===== config.mk =====
export PLATFORM = sky130hd
export DESIGN_NAME = periph_top
export DESIGN_NICKNAME = d
export VERILOG_FILES = /design/src/verilog/periph_pkg.sv /design/src/verilog/periph_decode.sv /design/src/verilog/periph_read_capture.sv /design/src/verilog/gpio_regs.sv /design/src/verilog/pin_func_mux.sv /design/src/verilog/periph_top.sv
export SDC_FILE = /design/constraint.sdc
export NUM_CORES = 1
export LEC_CHECK = 0
export BUFFER_PORTS_ARGS = -buffer_cell sky130_fd_sc_hd__buf_2
export CAP_MARGIN = 20
export CORE_AREA = 2 2 178 180
export DETAILED_ROUTE_END_ITERATION = 16
export DIE_AREA = 0 0 180 182
export GPL_ROUTABILITY_DRIVEN = 0
export GPL_TIMING_DRIVEN = 0
export PLACE_DENSITY_LB_ADDON = 0.2
export RECOVER_POWER = 50
export SYNTH_ARGS = -nofsm -noshare
export SYNTH_HDL_FRONTEND = slang
export SYNTH_SLANG_ARGS = --single-unit

===== constraint.sdc =====
create_clock -name clk -period 2.7 [get_ports clk]
set_input_delay 0.405 -clock clk [delete_from_list [all_inputs] [get_ports clk]]
set_output_delay 0.405 -clock clk [all_outputs]
set_load 0.01 [all_outputs]

===== src/verilog/periph_pkg.sv =====
// Peripheral interconnect definitions
// Address map, slot numbers and GPIO register offsets
// Core size codes and slot request/response structs

package periph_pkg;

    // Core window and data widths
    localparam int ADDR_W       = 11;
    localparam int DATA_W       = 32;
    localparam int USER_OFS_W   = 6;
    localparam int SIMPLE_OFS_W = 4;
    localparam int NUM_SLOTS    = 16;
    localparam int SLOT_W       = $clog2(NUM_SLOTS);
    localparam int NUM_PINS     = 8;

    // Fixed slot assignments
    localparam int SLOT_GPIO      = 1;
    localparam int SLOT_UART      = 2;
    localparam int FIRST_EXT_USER = 4;
    localparam int NUM_EXT_USER   = 3;
    localparam int NUM_EXT_SIMPLE = 4;

    // GPIO register offsets inside its user slot
    localparam logic [USER_OFS_W-1:0] GPIO_OUT_OFS  = 6'h00;
    localparam logic [USER_OFS_W-1:0] GPIO_IN_OFS   = 6'h04;
    localparam logic [USER_OFS_W-1:0] FUNC_SEL_BASE = 6'h20;

    // Active-low access size codes
    localparam logic [1:0] SIZE_NONE = 2'b11;
    localparam logic [1:0] SIZE_BYTE = 2'b00;
    localparam logic [1:0] SIZE_HALF = 2'b01;
    localparam logic [1:0] SIZE_WORD = 2'b10;

    // Pin function select, simple picks the simple slot bank
    typedef struct packed {
        logic              simple;
        logic [SLOT_W-1:0] slot;
    } func_sel_t;

    typedef struct packed {
        logic [ADDR_W-1:0] addr;
        logic [DATA_W-1:0] wdata;
        logic [1:0]        write_n;
        logic [1:0]        read_n;
    } core_req_t;

    typedef struct packed {
        logic [USER_OFS_W-1:0] offset;
        logic [DATA_W-1:0]     wdata;
        logic [1:0]            write_n;
        logic [1:0]            read_n;
    } user_req_t;

    typedef struct packed {
        logic [DATA_W-1:0]   rdata;
        logic                ready;
        logic [NUM_PINS-1:0] uo;
    } user_resp_t;

    typedef struct packed {
        logic [SIMPLE_OFS_W-1:0] offset;
        logic [7:0]              wdata;
        logic                    write;
    } simple_req_t;

    typedef struct packed {
        logic [7:0]          rdata;
        logic [NUM_PINS-1:0] uo;
    } simple_resp_t;

endpackage


===== src/verilog/periph_decode.sv =====
// Address decode for user and simple slots
// Strobe gating per slot and read data / ready mux

module periph_decode
    import periph_pkg::*;
(
    input  core_req_t          i_core_req,
    input  logic               i_hold_pending,
    input  logic [DATA_W-1:0]  i_gpio_rdata,
    input  user_resp_t         i_user_resp   [NUM_EXT_USER],
    input  simple_resp_t       i_simple_resp [NUM_EXT_SIMPLE],
    output user_req_t          o_user_req    [NUM_EXT_USER],
    output simple_req_t        o_simple_req  [NUM_EXT_SIMPLE],
    output logic               o_gpio_sel,
    output logic [DATA_W-1:0]  o_slot_rdata,
    output logic               o_slot_ready
);

    logic              sel_simple;
    logic [SLOT_W-1:0] user_idx;
    logic [SLOT_W-1:0] simple_idx;
    logic              write_req;
    logic [1:0]        read_n_masked;

    // Bit 10 splits the window into the user and simple halves
    assign sel_simple = i_core_req.addr[10];
    assign user_idx   = i_core_req.addr[9:6];
    assign simple_idx = i_core_req.addr[7:4];
    assign write_req  = i_core_req.write_n != SIZE_NONE;

    // No new read reaches a slot while the previous result is still held
    assign read_n_masked = i_hold_pending ? SIZE_NONE : i_core_req.read_n;

    assign o_gpio_sel = !sel_simple && (user_idx == SLOT_W'(SLOT_GPIO));

    // User slot requests
    always_comb begin
        for (int j = 0; j < NUM_EXT_USER; j++) begin
            o_user_req[j].offset  = i_core_req.addr[USER_OFS_W-1:0];
            o_user_req[j].wdata   = i_core_req.wdata;
            o_user_req[j].write_n = SIZE_NONE;
            o_user_req[j].read_n  = SIZE_NONE;
            if (!sel_simple && (user_idx == SLOT_W'(FIRST_EXT_USER + j))) begin
                o_user_req[j].write_n = i_core_req.write_n;
                o_user_req[j].read_n  = read_n_masked;
            end
        end
    end

    // Simple slot requests, byte wide
    always_comb begin
        for (int k = 0; k < NUM_EXT_SIMPLE; k++) begin
            o_simple_req[k].offset = i_core_req.addr[SIMPLE_OFS_W-1:0];
            o_simple_req[k].wdata  = i_core_req.wdata[7:0];
            o_simple_req[k].write  = sel_simple && write_req &&
                                     (simple_idx == SLOT_W'(k));
        end
    end

    // Read mux, open slots return zero and never stall
    always_comb begin
        o_slot_rdata = '0;
        o_slot_ready = 1'b1;
        if (sel_simple) begin
            for (int k = 0; k < NUM_EXT_SIMPLE; k++) begin
                if (simple_idx == SLOT_W'(k)) begin
                    o_slot_rdata = {{(DATA_W-8){1'b0}}, i_simple_resp[k].rdata};
                end
            end
        end else if (user_idx == SLOT_W'(SLOT_GPIO)) begin
            o_slot_rdata = i_gpio_rdata;
        end else begin
            for (int j = 0; j < NUM_EXT_USER; j++) begin
                if (user_idx == SLOT_W'(FIRST_EXT_USER + j)) begin
                    o_slot_rdata = i_user_resp[j].rdata;
                    o_slot_ready = i_user_resp[j].ready;
                end
            end
        end
    end

endmodule


===== src/verilog/periph_read_capture.sv =====
// Read result register with hold until read complete
// Data ready generation for the core

module periph_read_capture
    import periph_pkg::*;
(
    input  logic              clk,
    input  logic              rst_n,
    input  logic [1:0]        i_read_n,
    input  logic [1:0]        i_write_n,
    input  logic [DATA_W-1:0] i_slot_rdata,
    input  logic              i_slot_ready,
    input  logic              i_read_complete,
    output logic              o_hold_pending,
    output logic [DATA_W-1:0] o_data_out,
    output logic              o_data_ready
);

    logic              read_req;
    logic              capture;
    logic              hold;
    logic              ready_r;
    logic [DATA_W-1:0] data_r;

    assign read_req = i_read_n != SIZE_NONE;
    assign capture  = read_req && i_slot_ready && !hold;

    always_ff @(posedge clk) begin
        if (!rst_n) begin
            hold    <= 1'b0;
            ready_r <= 1'b0;
        end else begin
            if (i_read_complete) begin
                hold <= 1'b0;
            end
            // A fresh capture takes priority over the complete pulse
            if (capture) begin
                hold <= 1'b1;
            end
            ready_r <= read_req && i_slot_ready;
        end
    end

    always_ff @(posedge clk) begin
        if (capture) begin
            data_r <= i_slot_rdata;
        end
    end

    assign o_hold_pending = hold;
    assign o_data_out     = data_r;

    // Writes finish in the cycle they are presented
    assign o_data_ready = ready_r || (i_write_n != SIZE_NONE);

endmodule


===== src/verilog/gpio_regs.sv =====
// GPIO output register and input pin read-back
// Eight per-pin function select registers

module gpio_regs
    import periph_pkg::*;
(
    input  logic                  clk,
    input  logic                  rst_n,
    input  logic                  i_sel,
    input  logic [USER_OFS_W-1:0] i_offset,
    input  logic [DATA_W-1:0]     i_wdata,
    input  logic [1:0]            i_write_n,
    input  logic [NUM_PINS-1:0]   i_ui_in,
    output logic [DATA_W-1:0]     o_rdata,
    output logic [NUM_PINS-1:0]   o_gpio_out,
    output func_sel_t             o_func_sel [NUM_PINS]
);

    logic                  wr_en;
    logic [USER_OFS_W-1:0] fsel_ofs;
    logic                  fsel_hit;
    logic [2:0]            fsel_idx;
    logic [NUM_PINS-1:0]   gpio_out;
    func_sel_t             func_sel [NUM_PINS];

    assign wr_en = i_sel && (i_write_n != SIZE_NONE);

    // Selects sit on word boundaries from FUNC_SEL_BASE to the end of the slot
    assign fsel_ofs = i_offset - FUNC_SEL_BASE;
    assign fsel_hit = (i_offset >= FUNC_SEL_BASE) && (fsel_ofs[1:0] == 2'b00);
    assign fsel_idx = fsel_ofs[4:2];

    always_ff @(posedge clk) begin
        if (!rst_n) begin
            gpio_out <= '0;
        end else if (wr_en && (i_offset == GPIO_OUT_OFS)) begin
            gpio_out <= i_wdata[NUM_PINS-1:0];
        end
    end

    // Pins 0 and 1 default to the UART, the rest to plain GPIO
    always_ff @(posedge clk) begin
        if (!rst_n) begin
            for (int p = 0; p < NUM_PINS; p++) begin
                func_sel[p].simple <= 1'b0;
                func_sel[p].slot   <= (p < 2) ? SLOT_W'(SLOT_UART) : SLOT_W'(SLOT_GPIO);
            end
        end else if (wr_en && fsel_hit) begin
            func_sel[fsel_idx] <= func_sel_t'(i_wdata[SLOT_W:0]);
        end
    end

    always_comb begin
        o_rdata = '0;
        if (i_offset == GPIO_OUT_OFS) begin
            o_rdata[NUM_PINS-1:0] = gpio_out;
        end else if (i_offset == GPIO_IN_OFS) begin
            o_rdata[NUM_PINS-1:0] = i_ui_in;
        end else if (fsel_hit) begin
            o_rdata[SLOT_W:0] = func_sel[fsel_idx];
        end
    end

    assign o_gpio_out = gpio_out;
    assign o_func_sel = func_sel;

endmodule


===== src/verilog/pin_func_mux.sv =====
// Output pin mux driven by the per-pin function selects

module pin_func_mux
    import periph_pkg::*;
(
    input  func_sel_t           i_func_sel    [NUM_PINS],
    input  logic [NUM_PINS-1:0] i_gpio_out,
    input  user_resp_t          i_user_resp   [NUM_EXT_USER],
    input  simple_resp_t        i_simple_resp [NUM_EXT_SIMPLE],
    output logic [NUM_PINS-1:0] o_uo_out
);

    // Pin p always takes bit p of whichever slot it names
    always_comb begin
        for (int p = 0; p < NUM_PINS; p++) begin
            o_uo_out[p] = 1'b0;
            if (i_func_sel[p].simple) begin
                for (int k = 0; k < NUM_EXT_SIMPLE; k++) begin
                    if (i_func_sel[p].slot == SLOT_W'(k)) begin
                        o_uo_out[p] = i_simple_resp[k].uo[p];
                    end
                end
            end else if (i_func_sel[p].slot == SLOT_W'(SLOT_GPIO)) begin
                o_uo_out[p] = i_gpio_out[p];
            end else begin
                // UART and unused user slots fall through as zero
                for (int j = 0; j < NUM_EXT_USER; j++) begin
                    if (i_func_sel[p].slot == SLOT_W'(FIRST_EXT_USER + j)) begin
                        o_uo_out[p] = i_user_resp[j].uo[p];
                    end
                end
            end
        end
    end

endmodule


===== src/verilog/periph_top.sv =====
// Peripheral interconnect top level
// Decode, read capture, GPIO, pin mux and external slot ports

module periph_top
    import periph_pkg::*;
(
    input  logic                clk,
    input  logic                rst_n,
    input  logic [NUM_PINS-1:0] i_ui_in,
    input  core_req_t           i_core_req,
    input  logic                i_read_complete,
    input  user_resp_t          i_user_resp   [NUM_EXT_USER],
    input  simple_resp_t        i_simple_resp [NUM_EXT_SIMPLE],
    output logic [NUM_PINS-1:0] o_uo_out,
    output logic [DATA_W-1:0]   o_data_out,
    output logic                o_data_ready,
    output user_req_t           o_user_req    [NUM_EXT_USER],
    output simple_req_t         o_simple_req  [NUM_EXT_SIMPLE]
);

    logic                hold_pending;
    logic                gpio_sel;
    logic [DATA_W-1:0]   gpio_rdata;
    logic [DATA_W-1:0]   slot_rdata;
    logic                slot_ready;
    logic [NUM_PINS-1:0] gpio_out;
    func_sel_t           func_sel [NUM_PINS];

    periph_decode u_decode (
        .i_core_req     (i_core_req),
        .i_hold_pending (hold_pending),
        .i_gpio_rdata   (gpio_rdata),
        .i_user_resp    (i_user_resp),
        .i_simple_resp  (i_simple_resp),
        .o_user_req     (o_user_req),
        .o_simple_req   (o_simple_req),
        .o_gpio_sel     (gpio_sel),
        .o_slot_rdata   (slot_rdata),
        .o_slot_ready   (slot_ready)
    );

    // Read data is registered here so slots never have to hold it
    periph_read_capture u_capture (
        .clk             (clk),
        .rst_n           (rst_n),
        .i_read_n        (i_core_req.read_n),
        .i_write_n       (i_core_req.write_n),
        .i_slot_rdata    (slot_rdata),
        .i_slot_ready    (slot_ready),
        .i_read_complete (i_read_complete),
        .o_hold_pending  (hold_pending),
        .o_data_out      (o_data_out),
        .o_data_ready    (o_data_ready)
    );

    gpio_regs u_gpio (
        .clk        (clk),
        .rst_n      (rst_n),
        .i_sel      (gpio_sel),
        .i_offset   (i_core_req.addr[USER_OFS_W-1:0]),
        .i_wdata    (i_core_req.wdata),
        .i_write_n  (i_core_req.write_n),
        .i_ui_in    (i_ui_in),
        .o_rdata    (gpio_rdata),
        .o_gpio_out (gpio_out),
        .o_func_sel (func_sel)
    );

    pin_func_mux u_pin_mux (
        .i_func_sel    (func_sel),
        .i_gpio_out    (gpio_out),
        .i_user_resp   (i_user_resp),
        .i_simple_resp (i_simple_resp),
        .o_uo_out      (o_uo_out)
    );

endmodule


; ---- Yosys cells after proc, flatten, opt, wreduce, memory -nomap -nowiden
; Index checks and enable logic that the tools add are counted.
[word_totals]
wordCells = 216
out_inout_bits = 219
reg_bits = 82
[op_classes]
n_eq_ne = 58
reduce_logical = 31
mux = 102
magnitude_cmp = 3
n_addsub = 1
bitwise = 1
[ops]
columns = cell, count
row1 = $mux 32, 5
row2 = $eq 4x3->1 const B, 27
row3 = $mux 1, 79
row4 = $eq 4x2->1 const B, 18
row5 = $bwmux 40, 1
row6 = $eq 4x1->1 const B, 10
row7 = $mux 8, 5
row8 = $logic_not 4->1, 9
row9 = $mux 5, 5
row10 = $logic_and 1x1->1, 16
row11 = $bmux 5 s3, 1
row12 = $demux 5 s3, 1
row13 = $mux 4, 3
row14 = $eq 6x3->1 const B, 1
row15 = $ge 6x6->1 const B, 1
row16 = $logic_not 6->1, 1
row17 = $sub 5x1->5 const B, 1
row18 = $ge 4x4->1 const B, 1
row19 = $lt 4x1->1 const B, 1
row20 = $ne 2x2->1 const B, 2
row21 = $not 3->4, 1
row22 = $mux 3, 1
row23 = $logic_not 1->1, 2
row24 = $logic_not 2->1, 1
row25 = other kinds (3), 3

; ---- Depth between registers and ports, before layout
[logic_depth]
word_depth = 10
mapped_depth = 7

; ---- By module
; A second synthesis with hierarchy kept.
[hier_totals]
hier_cells = 764
area_unflattened_um2 = 6914.1
[modules_own_cells]
columns = module, cells_each, n_inst, area_per_inst_um2
row1 = periph_decode, 372, 1, 2831.5
row2 = gpio_regs, 260, 1, 2366.0
row3 = periph_read_capture, 41, 1, 1054.8
row4 = pin_func_mux, 91, 1, 661.9

; ---- Worst setup path after synthesis
; OpenSTA, ideal clock, no wires.
[synth_timing]
path_type = input to register
start = in i_core_req[43] in the netlist's numbering
end = reg u_capture.data_r[0] (netlist: u_capture.o_data_out[0]), enable pin
slack_ns = 0.499
path_buffers = 1
cell_stages = 5
setup_ns = 0.387
arrival_time_ns = 1.814
path_cell_list = buf_2 mux2_2 o22ai_1 a221o_1 inv_1
[synth_via]
elab_chain_len = 8
[synth_rtl]
columns = element, line
row1 = from (decl), periph_top.sv:10  ; input core_req_t i_core_req,
row2 = $eq 4x3->1, periph_decode.sv:74  ; if (user_idx == SLOT_W'(FIRST_EXT_USER + j)) begin
row3 = $mux 1 (3 in series), periph_decode.sv:74
row4 = $mux 1 *, periph_decode.sv:70  ; end else if (user_idx == SLOT_W'(SLOT_GPIO)) begin
row5 = $mux 1 *, periph_decode.sv:64  ; if (sel_simple) begin
row6 = $logic_and 1x1->1 * (2 in series), periph_read_capture.sv:26  ; assign capture = read_req && i_slot_ready && !hold;
row7 = net u_capture.capture, periph_read_capture.sv:20  ; logic capture;
row8 = to (signal assigned), periph_read_capture.sv:46  ; data_r <= i_slot_rdata;
row9 = to (decl), periph_read_capture.sv:23  ; logic [DATA_W-1:0] data_r;
; The timed path passes the listed nets; every way through them passes the cells marked *.
; A chain may end at the register's enable or synchronous reset.

==> flow_metrics.env <==
export IMPL_status="completed"
export IMPL_place_ws_ps=-58.4
export IMPL_crit_family="buffers and inverters"
export IMPL_clock_sinks=82
export IMPL_crit_chain="buf_2 > nand2b_1 > nor3b_1 > clkbuf_1 > nand2_1 > buf_2"
export IMPL_ys_types=45
export IMPL_drive_above_1_share_pct=49.5
export IMPL_grt_pass1_wl_um=38800
export IMPL_yosys_top_cells_area="buf_4, dfxtp_1, edfxtp_1, mux2i_1, mux4_2"
export IMPL_cts_buffers=9
export IMPL_cp_num_buf_inv=3
export IMPL_critPathMostFrequentCell="buf_2"
export IMPL_vias=6384
export IMPL_fin_crit_sh_pct=91.4
export IMPL_cts_buffer_depth=2
export IMPL_cellLeakagePower_nw=4.32
export IMPL_synth_flop_cell="dfxtp_1"
export IMPL_placed_area_um2=8990
export IMPL_synth_warnings=0
export IMPL_cpMaxStageDelayCell="clkbuf_1"
export IMPL_yosysTopAreaCell="buf_4"
export IMPL_arrival_ps=2060
export IMPL_relSlewSlack_pct=42.0
export IMPL_floorplan_initialDensity_pct=20.3
export IMPL_hold_worst_slack_ps=336
export IMPL_ant_nets=0
export IMPL_grt_pass1_vias=6205
export IMPL_setup_viol_count_final=0
export IMPL_hold_class="input pin to flop"
export IMPL_wirelength_um=27300
export IMPL_die_x_um=180
export IMPL_die_area_um2=32800
export IMPL_fin_skew_ps=15.7
export IMPL_clockRootBuffer="clkbuf_16"
export IMPL_io_pins=464
export IMPL_path_max_fanout=10
export IMPL_synth_area_per_cell_um2=9.53
export IMPL_start_kind="input pin"
export IMPL_tightest_slew_ps=869
export IMPL_cts_hold_buf=0
export IMPL_maxCapViolCount=0
export IMPL_path_clk_slew_ps=70
export IMPL_finalNetCount=1350
export IMPL_yosysMostFrequentCell="buf_4"
export IMPL_synth_nets=904
export IMPL_htreeDepth=3
export IMPL_synthArstFlopShare_pct=0
export IMPL_total_power_mw=3.50
export IMPL_num_rows=65
export IMPL_viasPerCell=4.22
export IMPL_hold_viol=0
export IMPL_dp_hpwl_um=22800
export IMPL_die_y_um=182
export IMPL_antenna_found_initial=3
export IMPL_netlist_area_um2=6280
export IMPL_fin_area_um2=9150
export IMPL_drtIter0Drc=352
export IMPL_ys_seq_area_share_pct=31.2
export IMPL_grt_overflow=0
export IMPL_wl_per_cell_um=18.0
export IMPL_area_delta_synth_final_pct=45.6
export IMPL_grtUsageTotal_pct=15.9
export IMPL_fmax_mhz=405
export IMPL_grt_start_max_net_pins=24
export IMPL_vdd_drop_max_v=0.000270
export IMPL_drv_slew=0
export IMPL_dr_pass1_iters=6
export IMPL_numPortBuffers=434
export IMPL_netlist_top_cells_count="buf_4, mux2i_1, nand2_1"
export IMPL_syn_inst=659
export IMPL_postCtsSetupRepairBufs=0
export IMPL_synth_top_cell_area_share_pct=19.5
export IMPL_synth_edf_count=32
export IMPL_n_antenna_cell=0
export IMPL_required_ps=2300
export IMPL_cp_slowest_stage_delay_ps=560
export IMPL_ctsResizeCount=1
export IMPL_synth_seq_cells=82
export IMPL_cts_tree="done"
export IMPL_core_area_um2=31000
export IMPL_layout_setup_ws_ps=233
export IMPL_p_per_area_nw_per_um2=382
export IMPL_drc=0
export IMPL_worstSetupPathType="input pin to output pin"
export IMPL_clkLatencyLatePin_ps=350
export IMPL_rsz0062_at_grt="no"
export IMPL_period_minus_slack_ps=2470
export IMPL_cp_end_kind="output pin"
-- worst register-to-register path: stages (launching register included) --
cell	delay [ps]
dfxtp_1	390
mux4_2	480
mux2_2	270
a22oi_1	240
o21ai_0	120
-- area by class of cell --
class / count / area, um2
buffer: 200 / 1390
clock buffer: 10 / 239
clock inverter: 6 / 51.3
fill: 3432 / 21800
inverter: 2 / 7.51
multi-input combinational: 375 / 2930
sequential: 82 / 1960
tap: 402 / 503
timing repair buffer: 435 / 2070
-- layout by cell type (no fill, tap or decap), drive strengths merged, types with 12 or more instances in the layout --
cell | synthesis | final
o21ai | 16 | 16
a222oi | 27 | 27
mux4 | 17 | 17
nand2 | 72 | 72
edfxtp | 32 | 32
nor2 | 43 | 43
dfxtp | 50 | 50
nand3b | 12 | 12
buf | 177 | 446
mux2i | 88 | 88
nor3b | 18 | 18
clkbuf | 23 | 199
-- power by group --
| part | total (mW) | switching, mW | internal [mW] |
|---|---|---|---|
| sequential | 1.35 | 0.0122 | 1.34 |
| clock | 1.25 | 0.584 | 0.667 |
| combinational | 0.895 | 0.448 | 0.446 |
| total | 3.50 | 1.04 | 2.45 |
-- registers in the layout, summed over array words and instances, names as in the netlist --
register,flops
u_gpio.o_gpio_out,8
u_capture.o_data_out,32
u_capture.ready_r,1
u_gpio.o_func_sel,40
u_capture.o_hold_pending,1
-- path summary, 6_finish.rpt --
check                                      from                                    end  slack, ps  cells past startpoint
min reg2reg  u_gpio.o_func_sel[33]$_SDFFE_PN0P_     u_gpio.o_func_sel[33]$_SDFFE_PN0P_        490                      2
min                             i_read_complete  u_capture.o_hold_pending$_SDFFE_PN0P_        340                      3
max reg2reg  u_gpio.o_func_sel[19]$_SDFFE_PN0P_      u_capture.o_data_out[4]$_DFFE_PP_        940                      4
max                              i_core_req[45]                          o_user_req[0]        230                      6
-- cell families after synthesis --
kind of cell,after synthesis,synth area share [%]
AO/OA/AOI/OAI,85,10.4
buffers and inverters,202,22.3
flip-flops,82,31.2
multiplexers,108,20.8
AND/OR/NAND/NOR,182,15.3
-- stage by stage --
step / utilization [%] / setup TNS [ps] / std cells
5_1_grt: 29.5 / 0 / 1512
3_3_place_gp: 28.9 / -1580 / 1495
2_1_floorplan: - / 0 / 659
4_1_cts: 30.0 / 0 / 1512
6_report: 29.5 / 0 / 1512
3_5_place_dp: 29.0 / -58.4 / 1496
-- routing by layer --
layer,part of all wire (%),global-route usage (%),vias up
met3,7.7,4.45,17
met5,0.044,0,-
met1,41,18.7,2933
li1,-,-,3119
met4,0.98,3.12,2
met2,50,28.9,313
No activity file was read; power rests on OpenSTA's default activity.
